### config.mk
export PLATFORM = sky130hd
export DESIGN_NAME = kernel_row_lane
export DESIGN_NICKNAME = d
export VERILOG_FILES = /design/src/verilog/conv_ctrl_pkg.sv /design/src/verilog/conv_data_pkg.sv /design/src/verilog/kernel_row_lane.sv
export SDC_FILE = /design/constraint.sdc
export NUM_CORES = 1
export LEC_CHECK = 0
export BUFFER_PORTS_ARGS = -buffer_cell sky130_fd_sc_hd__buf_2
export CORE_MARGIN = 4
export CORE_UTILIZATION = 45
export DETAILED_ROUTE_END_ITERATION = 12
export SYNTH_ARGS = -nofsm -noshare
export SYNTH_HDL_FRONTEND = slang
export SYNTH_SLANG_ARGS = --single-unit
### constraint.sdc
create_clock -name clk -period 9 [get_ports clk]
set_clock_uncertainty 0.1 [all_clocks]
set_input_delay 0.9 -clock clk [delete_from_list [all_inputs] [get_ports clk]]
set_output_delay 0.9 -clock clk [all_outputs]
set_load 0.005 [all_outputs]
### src/verilog/conv_ctrl_pkg.sv
package conv_ctrl_pkg;

	////////////////////
	// Kernel geometry
	////////////////////

	// Side length of the square kernel
	// Also the number of kernel-row lanes
	localparam int KERNEL_SIZE = 3;

	////////////////////
	// Replay buffer FSM
	////////////////////

	// Load one frame, then stream it once per output channel
	typedef enum logic {
		ST_LOAD   = 1'b0,
		ST_REPLAY = 1'b1
	} replay_state_t;

endpackage

### src/verilog/conv_data_pkg.sv
package conv_data_pkg;

	////////////////////
	// Datapath widths
	////////////////////

	// Feature-map pixel, signed 8-bit
	typedef logic signed [7:0] pixel_t;

	// Kernel weight, signed 8-bit
	typedef logic signed [7:0] coef_t;

	// Three pixel-by-weight products summed
	// 16-bit products, two bits of growth, headroom on top
	typedef logic signed [19:0] row_sum_t;

	// Partial sums across input channels and the final result
	typedef logic signed [31:0] acc_t;

endpackage

### src/verilog/kernel_row_lane.sv
`timescale 1ns/10ps

module kernel_row_lane #(
	parameter int IMAGE_WIDTH = 8
) (
	input  logic                     clk,
	input  logic                     reset,
	input  logic                     in_valid,
	input  conv_data_pkg::pixel_t    in_pixel,
	input  conv_data_pkg::coef_t     row_weights [conv_ctrl_pkg::KERNEL_SIZE],
	output logic                     out_valid,
	output conv_data_pkg::pixel_t    out_pixel,
	output conv_data_pkg::row_sum_t  row_sum
);
	import conv_data_pkg::*;
	import conv_ctrl_pkg::*;

	// Shift line, one image row deep
	pixel_t                 line_buf [IMAGE_WIDTH];
	logic [IMAGE_WIDTH-1:0] line_vld;

	// Window taps, index 0 is the newest
	pixel_t   window [KERNEL_SIZE];
	row_sum_t dot;

	always_ff @(posedge clk) begin
		if (in_valid) begin
			line_buf[0] <= in_pixel;
			for (int i = 1; i < IMAGE_WIDTH; i++) begin
				line_buf[i] <= line_buf[i-1];
			end
		end
	end

	// Marks the line as filled for the next lane
	always_ff @(posedge clk) begin
		if (reset) begin
			line_vld <= '0;
		end else if (in_valid) begin
			line_vld <= {line_vld[IMAGE_WIDTH-2:0], 1'b1};
		end
	end

	assign out_pixel = line_buf[IMAGE_WIDTH-1];
	assign out_valid = in_valid && line_vld[IMAGE_WIDTH-1];

	// Head of the line doubles as the older taps
	always_comb begin
		window[0] = in_pixel;
		for (int i = 1; i < KERNEL_SIZE; i++) begin
			window[i] = line_buf[i-1];
		end
	end

	// Newest tap meets the last kernel column
	always_comb begin
		dot = '0;
		for (int i = 0; i < KERNEL_SIZE; i++) begin
			dot = dot + row_sum_t'(window[i]) * row_sum_t'(row_weights[KERNEL_SIZE-1-i]);
		end
	end

	always_ff @(posedge clk) begin
		row_sum <= dot;
	end

endmodule

# After elaboration in Yosys (flattened, before gate mapping)
# Memories as Yosys holds them, arrays and structs flattened.
# Cells that the tools add are included.
[word_totals] register_bits=26 mem_bits_rw=64 in_bits=35 mem_count=1
[mem_list] memory="line_buf" depth=8 word_bits=8 read_ports=8 rd_clocked_by_memory_dff=0 wr=8 line="kernel_row_lane.sv:19" rtl="pixel_t line_buf [IMAGE_WIDTH];"
[classes] addsub=2 n_mul=3 mux=2 reduce_logical=1
[ops] operator="8-bit by 8-bit multiplier with 16-bit output" n=3
[ops] operator="17-bit by 16-bit adder with 18-bit output" n=1
[ops] operator="16-bit by 16-bit adder with 17-bit output" n=1
[ops] operator="1-bit 2-to-1 mux" n=2
[ops] operator="1-bit logical AND" n=1

# Longest topological paths before layout
[logic_depth] ltp_word=3 depth_mapped=23 depth_no_buf=21

# Least setup slack after synthesis
# Ideal clock, no wire load.
[synth_timing] path_type="input -> register" from="in row_weights[8] (netlist bit)" to="reg, netlist name row_sum[17]" arrival_time_ps=5999 required_ps=8779 setup_slack_ps=2780 cell_stages=19 n_path_buf=0 cell_sequence="and2_1 > inv_1 > fa_1 > fa_1 > inv_1 > fa_1 > fa_1 > fa_1 > fa_1 > inv_1 > fa_1 > inv_1 > ha_1 > o21a_1 > o21ai_0 > a21oi_1 > nor2_2 > o211ai_1 > xnor2_1"
[synth_between] elab_chain_len=3
[synth_lines] item="from (decl)" line="kernel_row_lane.sv:10" rtl="input conv_data_pkg::coef_t row_weights [conv_ctrl_pkg::KERNEL_SIZE],"
[synth_lines] item="8-bit by 8-bit multiplier with 16-bit output" line="kernel_row_lane.sv:59" rtl="dot = dot + row_sum_t'(window[i]) * row_sum_t'(row_weights[KERNEL_SIZE-1-i]);"
[synth_lines] item="16-bit by 16-bit adder with 17-bit output" line="kernel_row_lane.sv:59"
[synth_lines] item="17-bit by 16-bit adder with 18-bit output" line="kernel_row_lane.sv:59"
[synth_lines] item="net dot[17]" line="kernel_row_lane.sv:24" rtl="row_sum_t dot;"
# The timed path passes the listed nets, and every way through them passes these cells.
# A chain may end at the register's enable or synchronous reset.

# Worst setup path in the final report
[layout_timing] from="in row_weights[8] (netlist bit)" to="reg, netlist name row_sum[17]"
[layout_between] elab_chain_len=3
[layout_lines] item="8-bit by 8-bit multiplier with 16-bit output" line="kernel_row_lane.sv:59"
[layout_lines] item="16-bit by 16-bit adder with 17-bit output" line="kernel_row_lane.sv:59"
[layout_lines] item="17-bit by 16-bit adder with 18-bit output" line="kernel_row_lane.sv:59"
[layout_lines] item="net dot[17]" line="kernel_row_lane.sv:24"
# The timed path passes the listed nets, and every way through them passes these cells.

==> impl_metrics.json <==
{
  "required_ns": 9.13,
  "dr.pass1.iters": 5,
  "status": "finished clean",
  "r2r_end": "row_sum[17]$_DFF_P_",
  "fmax_ghz": 0.155,
  "yosys.area.top_type": "fa_1",
  "yosys_warnings": 0,
  "num-fill-cells": 2245,
  "clk_path_buf_depth": 2,
  "synth_nets": 1313,
  "worstSetupEndpoint": "row_sum[17]$_DFF_P_",
  "tightestPinTransition_ns": 0.943,
  "crit_arrival_ns": 6.58,
  "setup.worst_path.class": "in2reg",
  "async_flop_share": 0,
  "grt_setup_unrepaired": "no",
  "wl_per_cell_um": 15.2,
  "die_x_um": 163,
  "hpwlAfterDp_um": 17400,
  "ys_ff_latch": 90,
  "rows": 56,
  "root_buffer": "clkbuf_16",
  "vias_per_cell": 4.74,
  "clk_pin_slew_ns": 0.07,
  "place_area_sq_um": 11400,
  "fin_area_sq_um": 11700,
  "dieArea_sq_um": 26500,
  "drt_wl_total_um": 20500,
  "gp_congestion": 0.791,
  "grt_use_total": 0.171,
  "hold_violations": 0,
  "r2r_cells": 19,
  "min_period_ns": 6.45,
  "ys.flop_type": "edfxtp_1",
  "syn_to_final_growth_pct": 8.64,
  "netlist_instances": 971,
  "post_cts_buffers": 0,
  "grt_pass1_wl_um": 35400,
  "cts_resized": 0,
  "cp-end-kind": "register",
  "drive_gt1_frac": 0.0832,
  "syn-mean-instance-area_sq_um": 11.1,
  "cts_tree": "built",
  "synth_common_cells": "inv_1 (270), fa_1 (234), and2_1 (98)",
  "synth_top_area_frac": 0.434,
  "synth_seq_area_share": 0.226,
  "postCtsHoldBufs": 0,
  "core_region_area_sq_um": 23500,
  "crit_path_max_fanout": 8,
  "worstSkewPairLatency_ns": 0.35,
  "grt_start_max_net_pins": 74,
  "r2r_slack_ns": 2.69,
  "synth_area_sq_um": 10800,
  "start_kind": "primary input",
  "dieHeight_um": 163,
  "setup_viol": 0,
  "dp_cells": 1337,
  "finalCritPeriodShare": 0.717,
  "ant_nets": 0,
  "h-tree-depth": 3,
  "relSlewSlack": 0.372,
  "hold_class": "reg2reg",
  "slew_viol_final": 0,
  "synth.distinct_cells": 38,
  "clkSinkCount": 90,
  "antenna_cells": 0,
  "synth_most_common_cell": "inv_1",
  "antenna_found_initial": 0,
  "fin_nets": 1371,
  "synth_edf_count": 64,
  "layoutNonFillerInstCount": 1353,
  "max_cap_viol_count": 0,
  "r2r_start": "line_buf[0][15]$_DFFE_PP_",
  "drc": 0,
  "grt_pass1_vias": 6987,
  "yosys-top-cells-area": "fa_1 (43%), edfxtp_1 (18%), inv_1 (9.4%)",
  "cts_buffers": 9,
  "pin_count": 64,
  "overflow": 0,
  "start_util": 0.458,
  "dr_total_vias": 6413,
  "io_buffers": 63,
  "tns_ns": 0,
  "startpoint": "row_weights[8]",
  "drt-initial-drc-count": 293
}
==> cell families (layout without fill, tap and decap cells) <==
group,count (synthesis),after routing,synth area share
AO/OA/AOI/OAI,35,35,0.0230
XOR/XNOR,24,24,0.0195
adder cells (fa/ha/maj),307,307,0.519
buffers and inverters,287,350,0.103
flip-flops,90,90,0.226
multiplexers,7,7,0.00649
AND/OR/NAND/NOR,221,221,0.103
==> per-layer routing <==
layer | share of wire | track usage | wire length [um]
met5 | 0 | 0 | 0
met4 | 0.013 | 0.0347 | 276
met3 | 0.035 | 0.0200 | 723
met2 | 0.53 | 0.309 | 10900
met1 | 0.42 | 0.224 | 8610
==> cell usage in the layout (no fill, tap or decap), drive strengths merged, types with 9 or more instances in the layout <==
master,netlist,layout
inv,270,272
fa,234,234
and2,99,99
nand2,75,75
ha,73,73
edfxtp,64,64
buf,11,63
nor2,34,34
dfxtp,26,26
xnor2,18,18
a21oi,9,9
clkbuf,5,9
==> worst max-delay path, cell delays in order <==
cell and delay [ns]:
buf_2 0.16, and2_1 0.49, inv_1 0.12, fa_1 0.47, fa_1 0.51, inv_1 0.06, fa_1 0.55, fa_1 0.43
fa_1 0.40, fa_1 0.51, inv_1 0.05, fa_1 0.51, inv_1 0.05, ha_1 0.33, o21a_1 0.22, o21ai_0 0.21
a21oi_1 0.08, nor2_2 0.23, o211ai_1 0.15, xnor2_1 0.14
==> sequential cells by signal (all words and copies together), names as in the netlist <==
signal    flops
row_sum      18
line_vld      8
line_buf     64
==> worst min path at each step <==
| stage | from | to | depth (start not counted) |
|---|---|---|---|
| after global placement | line_buf[1][10]$_DFFE_PP_ | line_buf[1][18]$_DFFE_PP_ | 0 |
| final | line_buf[0][28]$_DFFE_PP_ | line_buf[1][4]$_DFFE_PP_ | 0 |
| after global routing | line_buf[0][27]$_DFFE_PP_ | line_buf[1][3]$_DFFE_PP_ | 0 |
| after floorplan | line_buf[0][16]$_DFFE_PP_ | line_buf[0][24]$_DFFE_PP_ | 0 |
| after detailed placement | line_buf[0][19]$_DFFE_PP_ | line_buf[0][27]$_DFFE_PP_ | 0 |
| after CTS | line_buf[1][1]$_DFFE_PP_ | line_buf[1][9]$_DFFE_PP_ | 0 |
==> stage by stage <==
| step | utilization | hold WS (ns) | worst slack, ns |
|---|---|---|---|
| 5_1_grt | 0.498 | 0.324 | 2.25 |
| 3_3_place_gp | 0.485 | 0.301 | 2.26 |
| 2_1_floorplan | - | 0.300 | 2.78 |
| 6_report | 0.498 | 0.319 | 2.55 |
| 3_5_place_dp | 0.485 | 0.305 | 2.14 |
| 4_1_cts | 0.498 | 0.319 | 2.51 |
==> area by class of cell <==
cell class              count  area [sq um]  area share
clock buffers               9           225      0.0192
inverters                 271          1020      0.0868
multi-input cells         594          7240       0.617
clock inverters             7          87.6     0.00747
flip-flops and latches     90          2440       0.208
repair buffers             63           318      0.0271
well taps                 319           399      0.0340
Power is left out: the tool's default activity adds up to more than one toggle a clock period on the data nets, which glitch-free logic cannot reach.
