**config.mk**
```make
export PLATFORM = sky130hd
export DESIGN_NAME = fmap_replay_buffer_flat
export DESIGN_NICKNAME = d
export VERILOG_FILES = /design/src/verilog/conv_ctrl_pkg.sv /design/src/verilog/conv_data_pkg.sv /design/src/verilog/pixel_tap_if.sv /design/src/verilog/fmap_replay_buffer.sv /design/src/flat_wrapper.sv
export SDC_FILE = /design/constraint.sdc
export NUM_CORES = 1
export LEC_CHECK = 0
export BUFFER_PORTS_ARGS = -buffer_cell sky130_fd_sc_hd__buf_2
export CORE_ASPECT_RATIO = 0.8
export CORE_UTILIZATION = 60
export CTS_CLUSTER_SIZE = 24
export DETAILED_ROUTE_END_ITERATION = 10
export PLACE_DENSITY_LB_ADDON = 0.08
export SYNTH_ARGS = -nofsm -noshare
export SYNTH_HDL_FRONTEND = slang
export SYNTH_SLANG_ARGS = --single-unit
export TNS_END_PERCENT = 10
```
**constraint.sdc**
```tcl
create_clock -name clk -period 2.7 [get_ports clk]
set_input_delay 0.135 -clock clk [delete_from_list [all_inputs] [get_ports clk]]
set_output_delay 0.135 -clock clk [all_outputs]
set_load 0.005 [all_outputs]
```
**src/verilog/conv_ctrl_pkg.sv**
```systemverilog
package conv_ctrl_pkg;

	////////////////////
	// Kernel geometry
	////////////////////

	// Side length of the square kernel
	// Also the number of kernel-row lanes
	localparam int KERNEL_SIZE = 3;

	////////////////////
	// Replay buffer FSM
	////////////////////

	// Load one frame, then stream it once per output channel
	typedef enum logic {
		ST_LOAD   = 1'b0,
		ST_REPLAY = 1'b1
	} replay_state_t;

endpackage

```
**src/verilog/conv_data_pkg.sv**
```systemverilog
package conv_data_pkg;

	////////////////////
	// Datapath widths
	////////////////////

	// Feature-map pixel, signed 8-bit
	typedef logic signed [7:0] pixel_t;

	// Kernel weight, signed 8-bit
	typedef logic signed [7:0] coef_t;

	// Three pixel-by-weight products summed
	// 16-bit products, two bits of growth, headroom on top
	typedef logic signed [19:0] row_sum_t;

	// Partial sums across input channels and the final result
	typedef logic signed [31:0] acc_t;

endpackage

```
**src/verilog/pixel_tap_if.sv**
```systemverilog
`timescale 1ns/10ps

interface pixel_tap_if #(
	parameter int IMAGE_WIDTH = 8,
	parameter int CH_IN       = 2,
	parameter int CH_OUT      = 2
);
	import conv_data_pkg::*;

	// Tag widths, at least one bit each
	localparam int POS_W = (IMAGE_WIDTH > 1) ? $clog2(IMAGE_WIDTH) : 1;
	localparam int IC_W  = (CH_IN > 1) ? $clog2(CH_IN) : 1;
	localparam int OC_W  = (CH_OUT > 1) ? $clog2(CH_OUT) : 1;

	// One replayed pixel and where it sits
	logic             valid;
	pixel_t           pixel;
	logic [POS_W-1:0] row;
	logic [POS_W-1:0] col;
	logic [IC_W-1:0]  ic;
	logic [OC_W-1:0]  oc;

	modport src (output valid, pixel, row, col, ic, oc);
	modport snk (input valid, pixel, row, col, ic, oc);

endinterface

```
**src/verilog/fmap_replay_buffer.sv**
```systemverilog
`timescale 1ns/10ps

module fmap_replay_buffer #(
	parameter int IMAGE_WIDTH = 8,
	parameter int CH_IN       = 2,
	parameter int CH_OUT      = 2
) (
	input  logic                  clk,
	input  logic                  reset,
	input  logic                  valid_in,
	input  conv_data_pkg::pixel_t pixel_in,
	output logic                  busy,
	pixel_tap_if.src              tap
);
	import conv_data_pkg::*;
	import conv_ctrl_pkg::*;

	localparam int FRAME_SIZE = CH_IN * IMAGE_WIDTH * IMAGE_WIDTH;
	localparam int ADDR_W     = (FRAME_SIZE > 1) ? $clog2(FRAME_SIZE) : 1;
	localparam int POS_W      = (IMAGE_WIDTH > 1) ? $clog2(IMAGE_WIDTH) : 1;
	localparam int IC_W       = (CH_IN > 1) ? $clog2(CH_IN) : 1;
	localparam int OC_W       = (CH_OUT > 1) ? $clog2(CH_OUT) : 1;

	// Whole input frame, channel-major
	pixel_t frame [FRAME_SIZE];

	replay_state_t     state;
	logic [ADDR_W-1:0] load_addr;
	logic [ADDR_W-1:0] rd_addr;
	logic [POS_W-1:0]  col_cnt;
	logic [POS_W-1:0]  row_cnt;
	logic [IC_W-1:0]   ic_cnt;
	logic [OC_W-1:0]   oc_cnt;
	logic              load_en;
	logic              col_last;
	logic              row_last;
	logic              ic_last;
	logic              oc_last;

	// Busy also covers the last beat still in the output register
	assign busy    = (state == ST_REPLAY) || tap.valid;
	assign load_en = valid_in && !busy;

	assign col_last = (col_cnt == POS_W'(IMAGE_WIDTH - 1));
	assign row_last = (row_cnt == POS_W'(IMAGE_WIDTH - 1));
	assign ic_last  = (ic_cnt == IC_W'(CH_IN - 1));
	assign oc_last  = (oc_cnt == OC_W'(CH_OUT - 1));

	always_ff @(posedge clk) begin
		if (load_en) begin
			frame[load_addr] <= pixel_in;
		end
	end

	////////////////////
	// Load and replay FSM
	////////////////////
	always_ff @(posedge clk) begin
		if (reset) begin
			state     <= ST_LOAD;
			load_addr <= '0;
			rd_addr   <= '0;
			col_cnt   <= '0;
			row_cnt   <= '0;
			ic_cnt    <= '0;
			oc_cnt    <= '0;
		end else begin
			case (state)
				ST_LOAD: begin
					if (load_en) begin
						if (load_addr == ADDR_W'(FRAME_SIZE - 1)) begin
							load_addr <= '0;
							state     <= ST_REPLAY;
						end else begin
							load_addr <= load_addr + 1'b1;
						end
					end
				end
				ST_REPLAY: begin
					// Walk col, row, ic, oc; address wraps once per pass
					col_cnt <= col_last ? '0 : col_cnt + 1'b1;
					rd_addr <= (col_last && row_last && ic_last) ? '0 : rd_addr + 1'b1;
					if (col_last) begin
						row_cnt <= row_last ? '0 : row_cnt + 1'b1;
						if (row_last) begin
							ic_cnt <= ic_last ? '0 : ic_cnt + 1'b1;
							if (ic_last) begin
								oc_cnt <= oc_last ? '0 : oc_cnt + 1'b1;
								if (oc_last) begin
									state <= ST_LOAD;
								end
							end
						end
					end
				end
				default: state <= ST_LOAD;
			endcase
		end
	end

	// Read port, pixel and tags leave together one cycle later
	always_ff @(posedge clk) begin
		if (reset) begin
			tap.valid <= 1'b0;
		end else begin
			tap.valid <= (state == ST_REPLAY);
		end
	end

	always_ff @(posedge clk) begin
		tap.pixel <= frame[rd_addr];
		tap.row   <= row_cnt;
		tap.col   <= col_cnt;
		tap.ic    <= ic_cnt;
		tap.oc    <= oc_cnt;
	end

endmodule

```
**src/flat_wrapper.sv**
```systemverilog
// flat-port wrapper written by rule: the top's interface ports become plain ports
module fmap_replay_buffer_flat import conv_data_pkg::*; import conv_ctrl_pkg::*;
#(
	parameter int IMAGE_WIDTH = 8,
	parameter int CH_IN       = 2,
	parameter int CH_OUT      = 2
)
  (clk, reset, valid_in, pixel_in, busy, tap_valid, tap_pixel, tap_row, tap_col, tap_ic, tap_oc);
  pixel_tap_if #(.IMAGE_WIDTH(IMAGE_WIDTH), .CH_IN(CH_IN), .CH_OUT(CH_OUT)) tap_i ();
  input  logic clk;
  input  logic reset;
  input  logic valid_in;
  input  conv_data_pkg::pixel_t pixel_in;
  output logic busy;
  output wire logic [$bits(tap_i.valid)-1:0] tap_valid;
  output wire logic [$bits(tap_i.pixel)-1:0] tap_pixel;
  output wire logic [$bits(tap_i.row)-1:0] tap_row;
  output wire logic [$bits(tap_i.col)-1:0] tap_col;
  output wire logic [$bits(tap_i.ic)-1:0] tap_ic;
  output wire logic [$bits(tap_i.oc)-1:0] tap_oc;
  assign tap_valid = tap_i.valid;
  assign tap_pixel = tap_i.pixel;
  assign tap_row = tap_i.row;
  assign tap_col = tap_i.col;
  assign tap_ic = tap_i.ic;
  assign tap_oc = tap_i.oc;
  fmap_replay_buffer #(.IMAGE_WIDTH(IMAGE_WIDTH), .CH_IN(CH_IN), .CH_OUT(CH_OUT)) u_core (.clk(clk), .reset(reset), .valid_in(valid_in), .pixel_in(pixel_in), .busy(busy), .tap(tap_i));
endmodule
```
## Yosys cells after proc, flatten, opt, wreduce, memory -nomap -nowiden

Memories as Yosys holds them, arrays and structs flattened. A register that Yosys moved wholly into a read port is not among the register bits.
Cells that the tools add are included.

- Register bits: 32
- Bits in latches: 0
- Bits in writable memories: 1024
- Memory bits (read-only): 0
- Output and inout port bits: 18
- Logic and storage cells: 47
- Memories: 1

Memories:

| memory | words | bits a word | read ports | clocked after memory_dff | write ports | line | RTL |
|---|---|---|---|---|---|---|---|
| u_core.frame | 128 | 8 | 1 | 1 | 1 | fmap_replay_buffer.sv:25 | `pixel_t frame [FRAME_SIZE];` |

- Add/subtract/negate cells: 6
- Multipliers: 0
- Divide/modulo/power cells: 0
- Order comparisons: 0
- Equal/unequal tests: 3
- Shift-type cells: 0
- Multiplexer cells: 15
- Bitwise gates (word level): 1
- Reductions and logical operators: 9

Operator list:

| kind | count |
|---|---|
| $add A7 B1 Y7 const B | 2 |
| $mux W7 | 2 |
| $mux W1 | 10 |
| $eq A7 B7 Y1 const B | 1 |
| $add A3 B1 Y3 const B | 2 |
| $eq A3 B3 Y1 const B | 2 |
| $mux W3 | 2 |
| $reduce_and A2 Y1 | 2 |
| $reduce_and A4 Y1 | 1 |
| $logic_and A1 B1 Y1 | 3 |
| $reduce_and A3 Y1 | 1 |
| $add A1 B1 Y1 const B | 2 |
| $pmux W1 S2 | 1 |
| $logic_not A1 Y1 | 1 |
| $logic_or A1 B1 Y1 | 1 |
| $not A1 Y1 | 1 |

## Logic depth before layout (Yosys ltp)

- Depth after elaboration: 5
- Mapped depth: 11
- Depth with buffers taken out: 6

## Worst setup path after synthesis

Ideal clock, no wire load.

- Path type: register to register
- Start: register u_core.state
- End: memory u_core.frame[72][0] in the netlist's numbering (enable)
- Library setup time: 0.395 ns
- Data arrival time: 2.103 ns
- Required time: 2.305 ns
- Path slack: 0.202 ns
- Stages on the path, launching flop included: 5
- Clock period less this slack: 2.498 ns
- Path through: dfxtp_1 -> clkbuf_1 -> nor3b_2 -> nand4_1 -> nor4_1

- Cells in the longest elaborated chain, start to end: 5

RTL lines:

| what | line | RTL |
|---|---|---|
| start: declaration | fmap_replay_buffer.sv:27 | `replay_state_t state;` |
| start signal: assignment | fmap_replay_buffer.sv:60 | `state <= ST_LOAD;` |
| start signal: assignment | fmap_replay_buffer.sv:73 | `state <= ST_REPLAY;` |
| start signal: assignment | fmap_replay_buffer.sv:90 | `state <= ST_LOAD;` |
| $logic_or A1 B1 Y1 | fmap_replay_buffer.sv:41 | `assign busy = (state == ST_REPLAY) \|\| tap.valid;` |
| $logic_not A1 Y1 | fmap_replay_buffer.sv:42 | `assign load_en = valid_in && !busy;` |
| $logic_and A1 B1 Y1 | fmap_replay_buffer.sv:42 |  |
| $mux W1 | fmap_replay_buffer.sv:50 | `if (load_en) begin` |
| $mux W1 (not written as such) | fmap_replay_buffer.sv:51 | `frame[load_addr] <= pixel_in;` |
| end: declaration | fmap_replay_buffer.sv:25 |  |

Every way passes these cells.

==> qor.yml <==
hold_depth: 2
tns_ps: 0
netlist-cell-type-count: 48
seqPwrFrac: 0.558
synth_ff_type: "edfxtp_1"
r2r_cells: 7
period_share: 0.949
synth_seq_cells: 1064
min_path_type: "input pin to register"
required_ps: 3230
fp.dieW_um: 295
grt_max_degree: 129
initial_core_util: 0.609
netlist.area_leader.share: 0.746
whs_endpoint: "u_core.frame[68][2]"
crit_path_end_kind: "register"
clockBufferDepth: 3
cts_tree: "built"
p_total_uw: 32500
fp.dieArea_um2: 69700
ir_drop_mv: 0.665
ys_warn_count: 0
max_cap_viol_count: 0
worstSkewPairLatency_ps: 670
ant_nets: 0
rows: 85
hold_violations: 4
synth_area_leader_cell: "edfxtp_1"
whs_ps: -26.6
first_global_vias: 21000
firstDrtPassIters: 5
slew_viol_final: 0
max_freq_mhz: 390
area_delta_synth_final_pct: 15.3
start_kind: "register"
antenna_found_initial: 3
ios: 29
syn_area_um2: 41200
gp_congestion: 0.856
path_max_fanout: 21
hpwl_um: 60200
io_buffers: 28
arrival_ps: 3090
grt_overflow_total: 0
violations: "hold timing"
drive_gt1_frac: 0.283
grt_setup_unrepaired: "no"
p_leak_uw: 0.0151
synth.yosys.seq_area_share: 0.766
die_y_um: 236
cts.clk_slew.worst_paths_ps: 60
viasPerCell: 6.38
syn_area_per_cell_um2: 20.0
setup_violations: 0
async_flop_share: 0
nFillCells: 4214
combPwrFrac: 0.015
htreeDepth: 3
nNetsFinal: 2350
yosys-top-cells-area: "edfxtp_1 (75%), mux4_2 (12%), dfxtp_1 (1.9%)"
crit_type: "register to register"
max_slew.worst_pin.slew_ps: 880
wl_per_cell_um: 29.3
cts_buffers: 99
timing.reg2reg.setup_slack_ps: 140
core_um2: 67600
fin_skew_ps: 27.5
clock_sinks: 1064
r2r-end: "u_core.tap.pixel[4]"
n_antenna_cell: 0
synthCells: 2061
grt_pass1_wl_um: 142000
cts_root_buffer: "clkbuf_16"
syn_nets: 2078
powerDensity_nw_per_um2: 684
min_from: "pixel_in[2]"
r2r-start: "u_core.rd_addr[1]"
drc_errors: 0
grtUsageTotal: 0.287
clkPwrFrac: 0.427
dr.first_iter.drc_count: 2501
outcome: "finished, violations left"
num_vias: 21200
fin_crit_ps: 2560
synth_edf_count: 1024
switching_share: 0.194
maxSlewHeadroom: 0.413
drt_wl_total_um: 97300
p_switching_uw: 6300
internal-power_uw: 26200
-- worst max-delay path by stage --
stage	cells after the start	slack (ps)	start	endpoint
floorplan	4	200	u_core.state	u_core.frame[72][0]
global route	7	50	u_core.rd_addr[2]	u_core.tap.pixel[2]
CTS	7	90	u_core.rd_addr[1]	u_core.tap.pixel[0]
global placement	7	-150	u_core.rd_addr[0]	u_core.tap.pixel[2]
detailed placement	7	-150	u_core.rd_addr[0]	u_core.tap.pixel[0]
finish	7	140	u_core.rd_addr[1]	u_core.tap.pixel[4]
-- metrics by stage --
stage	cell area, um2	worst slack (ps)	utilization	cells
6_report	47500	139	0.702	3326
3_5_place_dp	44100	-153	0.652	3135
4_1_cts	47400	88.7	0.701	3320
3_3_place_gp	44100	-148	0.652	3135
5_1_grt	47500	46.8	0.702	3326
2_1_floorplan	41200	202	-	2061
-- metal layers --
| metal | global-route usage | part of all wire | vias to the layer above | routed length, um |
|---|---|---|---|---|
| li1 | - | - | 8984 | - |
| met1 | 0.440 | 0.42 | 11000 | 40900 |
| met2 | 0.423 | 0.46 | 1045 | 44500 |
| met3 | 0.0621 | 0.098 | 163 | 9510 |
| met4 | 0.0794 | 0.025 | 2 | 2410 |
| met5 | 0 | 0.00010 | - | 10 |
-- registers in the layout, indices dropped and copies added, names as in the netlist --
name,count
u_core.tap.valid,1
u_core.load_addr,7
u_core.tap.pixel,8
u_core.oc_cnt,1
u_core.tap.row,3
u_core.tap.oc,1
u_core.state,1
u_core.frame,1024
u_core.row_cnt,3
u_core.ic_cnt,1
u_core.tap.ic,1
u_core.tap.col,3
u_core.col_cnt,3
u_core.rd_addr,7
-- power groups by stage --
stage	Combinational, uW	Sequential, uW	Clock (uW)
2_1_floorplan	85.1	18500	0
5_1_grt	523	18100	14600
3_5_place_dp	493	18500	0
4_1_cts	494	18100	14000
3_3_place_gp	472	18500	0
6_report	496	18100	13900
-- area by class of cell --
class                           count  area (um2)  share of cell area
Clock buffer                      139        2830              0.0596
Clock inverter                     42         423             0.00890
Inverter                            4        15.0            0.000316
Multi-Input combinational cell    867        8980               0.189
Sequential cell                  1064       31600               0.664
Tap cell                          913        1140              0.0240
Timing Repair Buffer              297        2550              0.0536
-- layout by cell type (no fill, tap or decap), types with 12 or more instances in the layout --
cell type / synthesis / routed
nand3_1: 18 / 18
a22oi_1: 52 / 52
a211oi_1: 13 / 13
buf_12: 1 / 25
clkinv_2: 0 / 14
nand2_1: 83 / 83
buf_4: 21 / 246
dfxtp_1: 40 / 37
buf_2: 41 / 20
edfxtp_1: 1024 / 1024
a21oi_1: 47 / 47
clkbuf_16: 0 / 103
o22ai_1: 27 / 27
clkbuf_1: 48 / 23
clkinv_1: 0 / 12
nor2_1: 156 / 156
mux2i_1: 72 / 72
a21boi_0: 12 / 12
nor3_1: 12 / 12
mux4_2: 228 / 228
nor2b_1: 22 / 22
clkbuf_8: 0 / 14
-- synth_stat cells, types with 4 or more instances --
| master | instances |
|---|---|
| or3_1 | 9 |
| o21bai_1 | 6 |
| a32oi_1 | 9 |
| nand3_1 | 18 |
| mux4_2 | 228 |
| buf_2 | 41 |
| nand2b_1 | 9 |
| o21ai_0 | 4 |
| mux2i_1 | 72 |
| xor2_1 | 9 |
| nand3b_1 | 7 |
| a211oi_1 | 13 |
| buf_6 | 6 |
| a221oi_1 | 11 |
| buf_1 | 9 |
| a21oi_1 | 47 |
| and3_1 | 6 |
| or2_2 | 4 |
| a31oi_1 | 4 |
| nor3_1 | 12 |
| clkbuf_1 | 48 |
| nor2_1 | 156 |
| and2_1 | 5 |
| o22ai_1 | 27 |
| dfxtp_1 | 40 |
| nor4_1 | 11 |
| buf_4 | 21 |
| nand2_1 | 83 |
| nor2b_1 | 22 |
| edfxtp_1 | 1024 |
| nand4_1 | 6 |
| a22oi_1 | 52 |
| a21boi_0 | 12 |
| ha_1 | 6 |
-- cells by family (layout without fill, tap and decap cells) --
group,count (synthesis),count (layout),synth area share
AOI/OAI and AO/OA,192,192,0.0317
and+or+nand+nor,357,357,0.0396
buffers and inverters,130,482,0.0165
muxes,300,300,0.142
DFF,1064,1064,0.766
xor gates and xnor gates,12,12,0.00255
adders and majority gates,6,6,0.00182
-- critical path: stages, from the launching register on --
cell	delay [ps]
dfxtp_4	490
buf_12	250
buf_4	250
mux4_2	530
a22oi_1	230
nand2_1	140
a21oi_1	380
a32oi_1	160
-- timing repair --
action | in CTS | in global routing
endpoints found under the setup margin | 3 | 2
buffers inserted | 2 | 5
cloned | 0 | 1
gates resized for setup | 2 | 1
hold buffers | 2 | 0
hold endpoints to repair | 53 | 0
Power figures use the tool's default switching activity.
